**src/hw/tdc_spi_cfg.svh**
```systemverilog
// TDC SPI master configuration: word widths, frame lengths and guard timing
`ifndef TDC_SPI_CFG_SVH
`define TDC_SPI_CFG_SVH

// ----------------------------------------
// Widths
// ----------------------------------------
`define TDC_OPCODE_W  8   // Opcode byte, sent first in every frame
`define TDC_WORD_W    32  // Write word and read word
`define TDC_RD_BITS   24  // Result bits clocked in by a read

// ----------------------------------------
// Frame timing, in clk cycles
// ----------------------------------------
`define TDC_SPI_LEAD  2   // Chip select fall to first serial clock rise
`define TDC_SPI_TRAIL 2   // Last serial clock fall to chip select rise

// Guard cycles after the done cycle before the next accepting edge.
// The controller counts this through DONE and GAP, so keep it at 2 or more
`define TDC_SPI_GAP   6

`endif

```
**src/hw/tdc_cmd_pkg.sv**
```systemverilog
// Command-side types of the TDC SPI master: command kind, opcode, data word, controller state
`include "tdc_spi_cfg.svh"

package tdc_cmd_pkg;

	// ----------------------------------------
	// Host command
	// ----------------------------------------
	typedef enum logic [1:0] {
		CMD_WRITE = 2'd0, // Opcode plus 32-bit register word
		CMD_READ  = 2'd1, // Opcode, then 24 result bits in
		CMD_BYTE  = 2'd2  // Opcode only, init or reset
	} cmd_kind_e;

	typedef logic [`TDC_OPCODE_W-1:0] opcode_t; // Sent as an opaque byte
	typedef logic [`TDC_WORD_W-1:0]   word_t;

	// ----------------------------------------
	// Command controller FSM
	// ----------------------------------------
	typedef enum logic [1:0] {
		IDLE = 2'd0, // Waiting for a strobe
		BUSY = 2'd1, // Frame on the wire
		DONE = 2'd2, // One-cycle done pulse
		GAP  = 2'd3  // Chip recovery time
	} ctrl_state_e;

endpackage

```
**src/hw/spi_frame_pkg.sv**
```systemverilog
// Frame-side types of the TDC SPI master: shifter phase and bit counter
`include "tdc_spi_cfg.svh"

package spi_frame_pkg;

	typedef enum logic [1:0] {
		OFF   = 2'd0, // Chip select high, bus quiet
		LEAD  = 2'd1, // Chip select low, clock not yet running
		SHIFT = 2'd2, // Serial clock toggling
		TRAIL = 2'd3  // Clock stopped, chip select still low
	} frame_phase_e;

	// Wide enough to index every bit of the longest (write) frame
	typedef logic [$clog2(`TDC_OPCODE_W + `TDC_WORD_W + 1)-1:0] bit_cnt_t;

endpackage

```
**src/hw/tdc_cmd_ctrl.sv**
```systemverilog
// TDC command controller: prioritizes host strobes, acknowledges, signals done, holds the guard gap
`include "tdc_spi_cfg.svh"

module tdc_cmd_ctrl (
	input  logic                   clk,
	input  logic                   i_rst_n,
	input  logic                   wr_cmd_i,
	input  logic                   rd_cmd_i,
	input  logic                   byte_cmd_i,
	input  logic                   frame_end_i,
	output logic                   start_o,
	output tdc_cmd_pkg::cmd_kind_e kind_o,
	output logic                   ack_o,
	output logic                   done_o
);

	localparam int GAP_W = $clog2(`TDC_SPI_GAP);

	// Count runs from the done cycle, so the last GAP cycle is one short of the full gap
	localparam logic [GAP_W-1:0] GAP_LAST = GAP_W'(`TDC_SPI_GAP - 1);

	tdc_cmd_pkg::ctrl_state_e state;
	logic [GAP_W-1:0]         gap_cnt;
	logic                     any_cmd;

	// ----------------------------------------
	// Strobe decode
	// ----------------------------------------
	assign any_cmd = wr_cmd_i | rd_cmd_i | byte_cmd_i;
	assign start_o = (state == tdc_cmd_pkg::IDLE) && any_cmd; // Only when idle, no queue

	always_comb begin
		if (wr_cmd_i) begin
			kind_o = tdc_cmd_pkg::CMD_WRITE; // Write wins
		end else if (rd_cmd_i) begin
			kind_o = tdc_cmd_pkg::CMD_READ;
		end else begin
			kind_o = tdc_cmd_pkg::CMD_BYTE;
		end
	end

	assign done_o = (state == tdc_cmd_pkg::DONE); // Single cycle, DONE never holds

	// ----------------------------------------
	// Acknowledge
	// ----------------------------------------
	always_ff @(posedge clk or negedge i_rst_n) begin
		if (!i_rst_n) begin
			ack_o <= 1'b0;
		end else begin
			ack_o <= start_o; // Cycle after the accepting edge
		end
	end

	// ----------------------------------------
	// Command FSM
	// ----------------------------------------
	always_ff @(posedge clk or negedge i_rst_n) begin
		if (!i_rst_n) begin
			state   <= tdc_cmd_pkg::IDLE;
			gap_cnt <= '0;
		end else begin
			case (state)
				tdc_cmd_pkg::IDLE: begin
					if (start_o) begin
						state <= tdc_cmd_pkg::BUSY;
					end
				end
				tdc_cmd_pkg::BUSY: begin
					if (frame_end_i) begin
						state   <= tdc_cmd_pkg::DONE;
						gap_cnt <= '0;
					end
				end
				tdc_cmd_pkg::DONE: begin
					state   <= tdc_cmd_pkg::GAP;
					gap_cnt <= gap_cnt + 1'b1; // Done cycle counts toward the gap
				end
				tdc_cmd_pkg::GAP: begin
					if (gap_cnt == GAP_LAST) begin
						state <= tdc_cmd_pkg::IDLE;
					end else begin
						gap_cnt <= gap_cnt + 1'b1;
					end
				end
				default: begin
					state <= tdc_cmd_pkg::IDLE;
				end
			endcase
		end
	end

endmodule

```
**src/hw/spi_frame_shifter.sv**
```systemverilog
// SPI frame shifter: chip select and serial clock timing, MSB-first transmit, read capture
`include "tdc_spi_cfg.svh"

module spi_frame_shifter (
	input  logic                   clk,
	input  logic                   i_rst_n,
	input  logic                   start_i,
	input  tdc_cmd_pkg::cmd_kind_e kind_i,
	input  tdc_cmd_pkg::opcode_t   opcode_i,
	input  tdc_cmd_pkg::word_t     wr_data_i,
	input  logic                   spi_so_i,
	output logic                   spi_sck_o,
	output logic                   spi_ssn_o,
	output logic                   spi_si_o,
	output tdc_cmd_pkg::word_t     rd_data_o,
	output logic                   frame_end_o
);

	localparam int TX_W  = `TDC_OPCODE_W + `TDC_WORD_W;
	localparam int TIM_W = $clog2(`TDC_SPI_LEAD + `TDC_SPI_TRAIL + 1);
	localparam int PAD_W = `TDC_WORD_W - `TDC_RD_BITS;

	localparam logic [TIM_W-1:0] LEAD_LAST  = TIM_W'(`TDC_SPI_LEAD - 1);
	localparam logic [TIM_W-1:0] TRAIL_LAST = TIM_W'(`TDC_SPI_TRAIL - 1);

	spi_frame_pkg::frame_phase_e phase;
	spi_frame_pkg::bit_cnt_t     bit_cnt;    // Index of the bit on the wire
	spi_frame_pkg::bit_cnt_t     last_bit;   // Index of the final bit of this frame
	spi_frame_pkg::bit_cnt_t     frame_last;
	logic [TIM_W-1:0]            tim_cnt;    // Lead and trail cycles
	logic                        is_rd;
	tdc_cmd_pkg::word_t          tx_word;
	logic [TX_W-1:0]             tx_sr;
	logic [`TDC_RD_BITS-1:0]     rx_sr;
	logic                        sck_rise;

	// ----------------------------------------
	// Frame setup
	// ----------------------------------------
	always_comb begin
		case (kind_i)
			tdc_cmd_pkg::CMD_WRITE: begin
				frame_last = spi_frame_pkg::bit_cnt_t'(`TDC_OPCODE_W + `TDC_WORD_W - 1);
			end
			tdc_cmd_pkg::CMD_READ: begin
				frame_last = spi_frame_pkg::bit_cnt_t'(`TDC_OPCODE_W + `TDC_RD_BITS - 1);
			end
			default: begin
				frame_last = spi_frame_pkg::bit_cnt_t'(`TDC_OPCODE_W - 1);
			end
		endcase
	end

	// Reads and single bytes keep SI low after the opcode
	assign tx_word  = (kind_i == tdc_cmd_pkg::CMD_WRITE) ? wr_data_i : '0;
	assign sck_rise = (phase == spi_frame_pkg::SHIFT) && !spi_sck_o;

	// ----------------------------------------
	// Shift registers
	// ----------------------------------------
	always_ff @(posedge clk) begin
		if (phase == spi_frame_pkg::OFF && start_i) begin
			tx_sr <= {opcode_i, tx_word};
		end else if (sck_rise) begin
			tx_sr <= tx_sr << 1; // Next bit to MSB
			if (is_rd && bit_cnt >= spi_frame_pkg::bit_cnt_t'(`TDC_OPCODE_W)) begin
				rx_sr <= {rx_sr[`TDC_RD_BITS-2:0], spi_so_i}; // Sample with SCK rise
			end
		end
	end

	// ----------------------------------------
	// Phase sequencer and pins
	// ----------------------------------------
	always_ff @(posedge clk or negedge i_rst_n) begin
		if (!i_rst_n) begin
			phase       <= spi_frame_pkg::OFF;
			bit_cnt     <= '0;
			last_bit    <= '0;
			tim_cnt     <= '0;
			is_rd       <= 1'b0;
			spi_sck_o   <= 1'b0;
			spi_ssn_o   <= 1'b1;
			spi_si_o    <= 1'b0;
			frame_end_o <= 1'b0;
			rd_data_o   <= '0;
		end else begin
			frame_end_o <= 1'b0;
			case (phase)
				spi_frame_pkg::OFF: begin
					if (start_i) begin
						phase    <= spi_frame_pkg::LEAD;
						last_bit <= frame_last;
						is_rd    <= (kind_i == tdc_cmd_pkg::CMD_READ);
						bit_cnt  <= '0;
						tim_cnt  <= '0;
					end
				end
				spi_frame_pkg::LEAD: begin
					spi_ssn_o <= 1'b0; // Falls one cycle after the load
					tim_cnt   <= tim_cnt + 1'b1;
					if (tim_cnt == LEAD_LAST) begin
						phase <= spi_frame_pkg::SHIFT;
					end
				end
				spi_frame_pkg::SHIFT: begin
					spi_sck_o <= ~spi_sck_o;
					if (!spi_sck_o) begin
						spi_si_o <= tx_sr[TX_W-1]; // New bit with rising SCK
					end else if (bit_cnt == last_bit) begin
						phase   <= spi_frame_pkg::TRAIL; // Last fall
						tim_cnt <= '0;
					end else begin
						bit_cnt <= bit_cnt + 1'b1;
					end
				end
				spi_frame_pkg::TRAIL: begin
					tim_cnt <= tim_cnt + 1'b1;
					if (tim_cnt == TRAIL_LAST) begin
						spi_ssn_o   <= 1'b1;
						spi_si_o    <= 1'b0;
						frame_end_o <= 1'b1;
						phase       <= spi_frame_pkg::OFF;
					end
				end
				default: begin
					phase <= spi_frame_pkg::OFF;
				end
			endcase

			// Result lands on the done cycle, low byte zero
			if (frame_end_o && is_rd) begin
				rd_data_o <= {rx_sr, PAD_W'(0)};
			end
		end
	end

endmodule

```
**src/hw/tdc_spi_master.sv**
```systemverilog
// TDC SPI command master top: command controller feeding the SPI frame shifter
`include "tdc_spi_cfg.svh"

module tdc_spi_master (
	input  logic                 clk,
	input  logic                 i_rst_n,

	// Host side
	input  logic                 wr_cmd_i,
	input  logic                 rd_cmd_i,
	input  logic                 byte_cmd_i,
	input  tdc_cmd_pkg::opcode_t opcode_i,
	input  tdc_cmd_pkg::word_t   wr_data_i,
	output logic                 ack_o,
	output tdc_cmd_pkg::word_t   rd_data_o,
	output logic                 done_o,

	// Chip side
	input  logic                 spi_so_i,
	output logic                 spi_sck_o,
	output logic                 spi_ssn_o,
	output logic                 spi_si_o
);

	// ----------------------------------------
	// Controller to shifter
	// ----------------------------------------
	logic                   start;     // Accepting cycle
	tdc_cmd_pkg::cmd_kind_e kind;      // Valid with start
	logic                   frame_end; // Chip select back high

	tdc_cmd_ctrl i_tdc_cmd_ctrl (
		.clk         (clk),
		.i_rst_n     (i_rst_n),
		.wr_cmd_i    (wr_cmd_i),
		.rd_cmd_i    (rd_cmd_i),
		.byte_cmd_i  (byte_cmd_i),
		.frame_end_i (frame_end),
		.start_o     (start),
		.kind_o      (kind),
		.ack_o       (ack_o),
		.done_o      (done_o)
	);

	spi_frame_shifter i_spi_frame_shifter (
		.clk         (clk),
		.i_rst_n     (i_rst_n),
		.start_i     (start),
		.kind_i      (kind),
		.opcode_i    (opcode_i),   // Sampled on the accepting edge
		.wr_data_i   (wr_data_i),
		.spi_so_i    (spi_so_i),
		.spi_sck_o   (spi_sck_o),
		.spi_ssn_o   (spi_ssn_o),
		.spi_si_o    (spi_si_o),
		.rd_data_o   (rd_data_o),
		.frame_end_o (frame_end)
	);

endmodule

```
**config.mk**
```make
export PLATFORM = sky130hd
export DESIGN_NAME = tdc_spi_master
export DESIGN_NICKNAME = d
export VERILOG_FILES = /design/src/hw/tdc_cmd_pkg.sv /design/src/hw/spi_frame_pkg.sv /design/src/hw/tdc_cmd_ctrl.sv /design/src/hw/spi_frame_shifter.sv /design/src/hw/tdc_spi_master.sv
export VERILOG_INCLUDE_DIRS = /design/src /design/src/hw
export SDC_FILE = /design/constraint.sdc
export NUM_CORES = 1
export LEC_CHECK = 0
export BUFFER_PORTS_ARGS = -buffer_cell sky130_fd_sc_hd__buf_2
export CAP_MARGIN = 20
export CORE_MARGIN = 5
export CORE_UTILIZATION = 40
export CTS_CLUSTER_SIZE = 25
export DETAILED_ROUTE_END_ITERATION = 6
export PLACE_DENSITY = 0.63
export REMOVE_ABC_BUFFERS = 1
export SLEW_MARGIN = 25
export SYNTH_ARGS = -nofsm -noshare
export SYNTH_HDL_FRONTEND = slang
export SYNTH_SLANG_ARGS = --single-unit
```
**constraint.sdc**
```tcl
create_clock -name clk -period 5.4 [get_ports clk]
set_clock_uncertainty 0.2 [all_clocks]
set_input_delay 0 -clock clk [delete_from_list [all_inputs] [get_ports clk]]
set_output_delay 0 -clock clk [all_outputs]
set_load 0.01 [all_outputs]
```
==> results of run 1 <==
[cell families after synthesis]
logic type | after synthesis | share of synthesized area (%)
xor+xnor | 2 | 0.354
flops | 112 | 63.2
fa+ha+maj | 14 | 3.54
other cells | 1 | 0.0759
compound gates | 74 | 9.87
simple gates | 112 | 10.1
buf+inv | 42 | 4.15
mux | 38 | 8.73
[registers in the layout (all words and copies together) (netlist names)]
name                             flops
i_spi_frame_shifter.rx_sr           24
i_spi_frame_shifter.frame_end_o      1
i_tdc_cmd_ctrl.ack_o                 1
i_spi_frame_shifter.spi_ssn_o        1
i_tdc_cmd_ctrl.state                 2
i_spi_frame_shifter.phase            2
i_spi_frame_shifter.bit_cnt          6
i_spi_frame_shifter.rd_data_o       24
i_spi_frame_shifter.tx_sr           40
i_tdc_cmd_ctrl.gap_cnt               3
i_spi_frame_shifter.spi_si_o         1
i_spi_frame_shifter.tim_cnt          3
i_spi_frame_shifter.spi_sck_o        1
i_spi_frame_shifter.last_bit         3
[critical path, stage by stage, from the launching register on]
cell and delay (ps):
dfrtp_1 370, inv_1 80, ha_1 270, o31ai_4 100, clkinv_1 260, nand2_2 510, buf_4 460, nand2_1 90
buf_4 300
[how the worst max path moves through the flow]
stage,end,depth (start not counted)
6_report,i_spi_frame_shifter.tx_sr[12]$_DFFE_PP_,8
5_1_grt,i_spi_frame_shifter.tx_sr[36]$_DFFE_PP_,8
4_1_cts,i_spi_frame_shifter.tx_sr[12]$_DFFE_PP_,8
3_5_place_dp,i_spi_frame_shifter.tx_sr[32]$_DFFE_PP_,8
3_3_place_gp,i_spi_frame_shifter.tx_sr[32]$_DFFE_PP_,8
2_1_floorplan,i_spi_frame_shifter.rx_sr[0]$_DFFE_PP_,5
[per-layer routing]
layer | global-route usage, % | wire length (um) | up-vias
met2 | 21.5 | 4420 | 95
met3 | 4.10 | 522 | 13
met4 | 4.55 | 147 | 0
met1 | 18.0 | 4400 | 1580
met5 | 0 | 0 | -
li1 | - | - | 1629
[layout by cell type, fill, tap and decap left out, drive strengths merged, types with 8 or more instances in the layout]
| cell | count |
|---|---|
| buf | 78 |
| nand2 | 76 |
| edfxtp | 64 |
| dfrtp | 47 |
| dlygate4sd3 | 44 |
| o21ai | 44 |
| mux2 | 35 |
| inv | 18 |
| ha | 14 |
| clkbuf | 10 |
| nor2 | 8 |
| conb | 8 |
[power by group through the flow]
| stage | registers [uW] | clock network, uW | logic, uW |
|---|---|---|---|
| after floorplan | 1470 | 0 | 646 |
| after global placement | 1450 | 0 | 937 |
| after detailed placement | 1460 | 0 | 973 |
| after CTS | 1440 | 685 | 998 |
| after global routing | 1480 | 722 | 1110 |
| final | 1440 | 663 | 985 |
[cell usage after synthesis, drive strengths merged]
library cell / number
mux2i: 3
a221o: 1
dfrtp: 47
a221oi: 2
a31oi: 3
a2111oi: 1
a22oi: 1
xor2: 2
o221ai: 2
o21ai: 44
mux2: 35
or4: 3
a31o: 1
a21oi: 5
clkinv: 1
edfxtp: 64
o2bb2ai: 1
and3: 1
nand4: 1
conb: 1
a311oi: 2
ha: 14
nor2b: 2
or3: 3
o211ai: 3
nand2b: 4
buf: 18
o31ai: 1
o311ai: 1
nand4b: 2
nor3: 5
clkbuf: 6
nand3: 5
o22ai: 2
a211o: 4
nor3b: 1
inv: 17
dfstp: 1
or2: 1
nor2: 8
nand2: 76
[final cells by class]
| class | count | area share, % |
|---|---|---|
| sequential | 112 | 50.5 |
| multi-input combinational | 248 | 26.7 |
| timing repair buffer | 122 | 13.6 |
| clock buffer | 10 | 3.70 |
| tap | 168 | 3.39 |
| clock inverter | 6 | 1.11 |
| inverter | 18 | 1.09 |
[per-stage QoR]
step	hold WS, ps	TNS, ps	utilization [%]	instances
final	80.6	0	51.3	684
after global routing	125	0	51.3	684
after CTS	81.5	0	51.3	684
after detailed placement	-44.4	0	45.2	624
after global placement	-45.3	0	45.2	624
after floorplan	-496	-5640	-	378
==> impl.org, run 1 <==
** Die
- The floorplan step defined a die boundary enclosing approximately 15000 sq um.
- Die W :: roughly 120 um
- In this run the standard cell core region covers between 10000 and 15000 sq um.
- Number of placement rows :: 40
- Pin placement for this block handled 83 I/O pins.
- For this configuration, the core starts out at a cell density of a little over 40%.
- The die is approximately 120 um tall.

** Route
- Vias per cell :: 4.85
- In this run, the number of DRC markers left after iteration 0 of detailed routing was about 150.
- The routed layout has around 3300 vias.
- The first detailed-routing pass ran for 5 iterations.
- Dividing the detail-routed wire length by the instance count gives ~14 um.
- Antenna-violating nets left :: 0
- Wires add up to 9490 um.
- For this run, design rule violations remaining after detail routing come to 0.

** Power and ir drop
- Max rail drop VDD :: roughly 270 uV
- Cell internal power was estimated by the tool at approximately 2100 uW.
- Combinational logic is responsible for 31.9% of the overall power.
- Net switching power of the design :: slightly above 1000 uW
- Of the total power, registers draw 46.6%.
- Clock network fraction of total power :: a little over a fifth
- Share of total power consumed by net switching :: around a third
- Static Leakage :: 0.00271 uW
- For this design the ratio of total power to cell area is around 500 nW/um^2.
- Final Power :: approximately 3100 uW

** Cells and area
- Diodes inserted :: 0
- Layout area overhead :: 25.3%
- After routing the design area is between 6000 and 7000 sq um.
- Of the cells placed in the final design, the portion with a size suffix greater than 1 is 27.7%.
- Summing all multi-input logic gate instances after layout gives ~1700 sq um.
- Combined flip-flop and latch cell area :: 3120 sq um
- Total of fill cells in the finished design :: ~1100
- Layout net count :: roughly 570

** Place
- Number of input and output port buffers inserted :: between 70 and 80
- Detailed Place HPWL :: a little over 6000 um
- The placed instances occupy a cell area of approximately 5500 sq um.
- RD Place Congestion :: about 0.8
- Post-placement worst setup slack :: about 2400 ps

** Critical path
- CP Capture Type :: flip-flop
- Data arrival time at the worst-slack endpoint :: 2800 ps
- The worst setup path is launched from a flip-flop.
- The worst setup path is of the reg2reg kind.
- The worst register-to-register path has a setup slack of 2450 ps.
- RR Startpoint :: i_tdc_cmd_ctrl.state[0]$_DFFE_PN0P_
- Measured in cells, the most critical reg-to-reg path has a length of 8.
- Worst-path fanout max :: 45
- Capture point of the worst reg-to-reg path :: i_spi_frame_shifter.tx_sr[12]$_DFFE_PP_
- Worst setup path startpoint :: i_tdc_cmd_ctrl.state[0]$_DFFE_PN0P_
- Required time of the worst setup path :: ~5300 ps

** Clock network
- The H-tree was split into 3 levels.
- TritonCTS buffer count :: 9
- CTS placed an instance of clkbuf_16 at the clock tree root.
- The later pin in the worst-skew pair is clocked with a latency of around 350 ps.
- After clock tree synthesis, the clock-pin slew on the worst setup and hold paths is around 70 ps.
- Clock sink count :: approximately 110
- Clock tree from TritonCTS :: done
- For this design, the CTS-stage hold fixing added between 40 and 50 buffers.
- In this run the deepest clock path goes through 2 buffers.
- In this run the post-CTS setup repair buffer count came out at 0.
- Once the clock tree was built, the resizer swapped 0 gates to a different size.

** Timing
- For the pin with the worst max-slew slack, the measured transition is 625 ps.
- The final count of hold timing violations is 0.
- Normalized max-slew margin :: 58.4%
- Final Cycle Share :: ~55%
- Number of setup violations in the final report :: 0
- Setup repair after global routing missed its margin :: false
- Static timing analysis puts the maximum clock frequency at between 300 and 400 MHz.
- The number of pins with negative max-slew slack in the final report was 0.
- After layout, the minimum clock period comes to a little under 3000 ps.
- Setup slack on the critical path of the routed design comes to around 2400 ps.

** Synthesis
- The mapped netlist covers 4940 sq um.
- The average instance in the mapped netlist occupies 12.5 sq um.
- The share of synthesized area in the top cell type comes to between 30% and 40%.
- Synthesis warning total :: 0
- Synthesis produced a netlist whose cell count is between 300 and 400.
- The synthesized design spends more area on one cell type than any other, namely edfxtp_1.
- Synth Register Bits :: around 110
- Largest cells by area after synthesis :: edfxtp_1, dfrtp_1, mux2_2, nand2_1, o21ai_0
- The share of the Yosys chip area taken by registers is 63.2%.
- Counting distinct cell types in the post-synthesis netlist gives between 40 and 50.

** Global routing
- Wire length of the first global-routing pass :: 15900 um
- Overflow left after global routing :: 0
- In the global route stage, overall resource usage came out at between 10% and 20%.
- Via count of the first global-routing pass :: about 3300
- Maximum number of pins on one net before global-route repair :: just under 50
- Number of antenna violations at the first check in global routing :: 0

** Run
- The tool flagged a number of max-cap violations equal to 0.

** Worst hold path
- Classification of the worst-slack hold path :: in2async

** Status
- The run finished with clean final reports.
Power figures use the tool's default switching activity.
==> run 2, diff against run 1 <==
--- a/config.mk
+++ b/config.mk
@@ -12,7 +12,7 @@
 export CORE_UTILIZATION = 40
 export CTS_CLUSTER_SIZE = 25
 export DETAILED_ROUTE_END_ITERATION = 6
-export PLACE_DENSITY = 0.63
+export PLACE_DENSITY = 0.61
 export REMOVE_ABC_BUFFERS = 1
 export SLEW_MARGIN = 25
 export SYNTH_ARGS = -nofsm -noshare
==> constraint.sdc (replaced) <==
create_clock -name clk -period 3 [get_ports clk]
set_clock_uncertainty 0.2 [all_clocks]
set_input_delay 0 -clock clk [delete_from_list [all_inputs] [get_ports clk]]
set_output_delay 0 -clock clk [all_outputs]
set_load 0.01 [all_outputs]
==> impl.org, run 2 (same netlist as run 1, synthesis figures left out) <==
** Power and ir drop
- Max rail drop VDD :: 518 uV (was 272 uV)
- Final Power :: 5600 uW (was 3090 uW)
- The power per cell area came to 891 nW/um^2 (was 499 nW/um^2).
- Static Leakage :: 0.00276 uW (was 0.00271 uW)

** Clock network
- The source-to-sink clock delay at the later pin of the worst-skew pair came to 350 ps (about the same).
- The clock tree from TritonCTS is done (unchanged).
- TritonCTS buffer count :: 9 (unchanged)
- H-tree depth :: 3 (unchanged)
- Clock sink count :: 112 (unchanged)
- The clock slew at the register clock pins of the worst setup and hold paths is 80 ps (was 70 ps).
- The maximum count of clock buffers along a single path came to 2 (unchanged).
- Root buffer cell :: clkbuf_16 (unchanged)

** Timing
- Final Slew Violations :: 0 (unchanged)
- The final critical delay including setup and external delays was 2360 ps (was 2950 ps).
- The final count of hold timing violations is 0 (unchanged).
- Final Cycle Share :: 78.8% (was 54.7%)
- The worst slew slack as a fraction of its limit was 51.6% (was 58.4%).
- The setup slack of the critical path after layout is 636 ps (was 2450 ps).
- The accumulated negative setup slack is 0 ps (unchanged).
- Post-Route Hold Slack :: 25.1 ps (was 80.6 ps)
- The total of endpoints with negative setup slack in the final report came to 0 (unchanged).
- The timing-limited maximum frequency was 423 MHz (was 339 MHz).
- Worst-margin pin slew :: 726 ps (was 625 ps)
- Setup repair after global routing missed its margin :: false (unchanged)

** Place
- Detailed Place HPWL :: 6250 um (was 6200 um)
- Post-Place Cells :: 628 (was 624)
- Number of input and output port buffers inserted :: 74 (unchanged)
- The setup slack after placement was 594 ps (was 2440 ps).
- The routability-driven placement congestion ratio came to 0.749 (was 0.797).

** Cells and area
- Commonest non-fill, non-tap cell in the layout :: nand2_1
- Registers with the most flip-flops :: i_spi_frame_shifter.tx_sr: 40 flops, i_spi_frame_shifter.rd_data_o: 24 flops, i_spi_frame_shifter.rx_sr: 24 flops (unchanged)
- Area taken by multi-input logic gates :: 1670 sq um (was 1650 sq um)
- The number of flip-flops under the largest register name came to 40 (unchanged).
- The final-layout fill cell count came to 1009 (was 1062).
- Non-filler cells, final :: 692 (was 684)
- Layout area overhead :: 27.2% (was 25.3%)
- The sequential cell area was 3120 sq um (unchanged).
- Largest reg by FF count :: i_spi_frame_shifter.tx_sr (unchanged)
- Highest-count cells in the layout ignoring fill and taps :: nand2_1, buf_2, edfxtp_1 (unchanged)
- The number of diodes added for antenna fixing was 0 (unchanged).
- The final layout net count is 579 (was 571).
- Share of final-layout standard cells stronger than drive strength 1 :: 28.6% (was 27.7%)

** Critical path
- Capture point of the worst reg-to-reg path :: i_spi_frame_shifter.rx_sr[22]$_DFFE_PP_ (was i_spi_frame_shifter.tx_sr[12]$_DFFE_PP_)
- The worst-case register-to-register setup slack came to 640 ps (was 2450 ps).
- The arrival time at the worst endpoint came to 2230 ps (was 2800 ps).
- RR Startpoint :: i_spi_frame_shifter.phase[0]$_DFFE_PN0P_ (was i_tdc_cmd_ctrl.state[0]$_DFFE_PN0P_)
- The startpoint type of the worst setup path is a flip-flop (unchanged).
- The maximum fanout along the worst path was 11 (was 45).
- The number of cells on the worst reg-to-reg path came to 5 (was 8).
- The kind of end point of the critical path was a flip-flop (unchanged).
- Required time of the worst setup path :: 2870 ps (was 5250 ps)
- The critical path start-end classification was reg2reg (unchanged).

** Die
- Standard cell core area :: 12100 sq um (unchanged)
- Die Ht :: 121 um (unchanged)
- Area of the die :: 14700 sq um (unchanged)
- The initial core utilization was 41.0% (unchanged).
- The boundary pin count came to 83 (unchanged).
- Die W :: 121 um (unchanged)
- The cell row count came to 40 (unchanged).

** Worst hold path
- The worst hold path begins at wr_cmd_i.
- Classification of the worst-slack hold path :: in2reg (was in2async)
- For hold timing, the worst endpoint is i_tdc_cmd_ctrl.ack_o$_DFF_PN0_.
- Hold Crit Depth :: 4

** Route
- Antenna-violating nets left :: 0 (unchanged)
- The detailed-route via count was 3331 (was 3317).
- Vias per cell :: 4.81 (was 4.85)
- Count of unresolved DRC violations after routing :: 0 (unchanged)
- The length of the first detailed-routing pass in iterations came to 4 (was 5).
- The average detailed-routed wire length per instance was 14.1 um (was 13.9 um).
- DRT iter0 DRCs :: 122 (was 147)
- Final wirelength :: 9730 um (was 9490 um)

** Global routing
- Maximum number of pins on one net before global-route repair :: 68 (was 49)
- Overflow left after global routing :: 0 (unchanged)
- Wire length of the first global-routing pass :: 15600 um (was 15900 um)
- Number of antenna violations at the first check in global routing :: 0 (unchanged)
- The all-layer global routing usage was 13.5% (was 13.6%).
- The number of global-route vias before repair is 3249 (was 3299).

** Run
- Max-cap check violation count :: 0 (unchanged)

** Status
- Status :: completed (unchanged)
==> run 2: layer usage <==
layer / track usage [%] / wire, um / vias to the layer above
li1: - / - / 1644
met4: 5.32 / 218 / 0
met5: 0 / 0 / -
met1: 17.6 / 4440 / 1563
met3: 4.15 / 630 / 21
met2: 21.0 / 4430 / 103
==> run 2: worst max-delay path, cell delays in order (launching register included) <==
cell and delay [ps]:
dfrtp_1 420, inv_1 120, ha_1 400, nand2b_1 210, a2111oi_4 490, buf_4 250
==> run 2: area by class of cell <==
type / count / share of cell area [%]
Tap cell: 168 / 3.34
Timing Repair Buffer: 130 / 14.9
Inverter: 18 / 1.13
Sequential cell: 112 / 49.7
Clock inverter: 6 / 0.796
Clock buffer: 10 / 3.64
Multi-Input combinational cell: 248 / 26.5
==> run 2: worst max path at each step <==
| stage | slack [ps] | from | cells past startpoint | end |
|---|---|---|---|---|
| 6_report | 640 | i_spi_frame_shifter.phase[0]$_DFFE_PN0P_ | 5 | i_spi_frame_shifter.rx_sr[22]$_DFFE_PP_ |
| 5_1_grt | 480 | i_spi_frame_shifter.phase[0]$_DFFE_PN0P_ | 5 | i_spi_frame_shifter.rx_sr[22]$_DFFE_PP_ |
| 4_1_cts | 50 | i_tdc_cmd_ctrl.state[0]$_DFFE_PN0P_ | 8 | i_spi_frame_shifter.tx_sr[11]$_DFFE_PP_ |
| 3_5_place_dp | 590 | i_tdc_cmd_ctrl.state[0]$_DFFE_PN0P_ | 6 | i_spi_frame_shifter.rx_sr[5]$_DFFE_PP_ |
| 3_3_place_gp | 670 | i_tdc_cmd_ctrl.state[0]$_DFFE_PN0P_ | 6 | i_spi_frame_shifter.rx_sr[0]$_DFFE_PP_ |
| 2_1_floorplan | -2640 | i_tdc_cmd_ctrl.state[0]$_DFFE_PN0P_ | 5 | i_spi_frame_shifter.rx_sr[0]$_DFFE_PP_ |
==> run 2: per-stage QoR <==
stage               utilization, %  instance area [sq um]
floorplan                        -                   4830
global placement              45.5                   5490
CTS                           51.6                   6220
finish                        52.1                   6290
global route                  52.1                   6290
detailed placement            45.5                   5490
==> run 2: where the power goes <==
group          switching [uW]  leakage (uW)  total (uW)  internal, uW
clock                     559      0.000137        1140           576
combinational            1090       0.00140        1900           809
sequential                235       0.00122        2570          2330
==> run 2: timing repair <==
action | 4_1_cts | 5_1_grt
setup endpoints to repair | 0 | 87
resized for setup | 0 | 10
hold buffers | 45 | 0
hold endpoints to repair | 74 | 0
setup buffers | 0 | 2
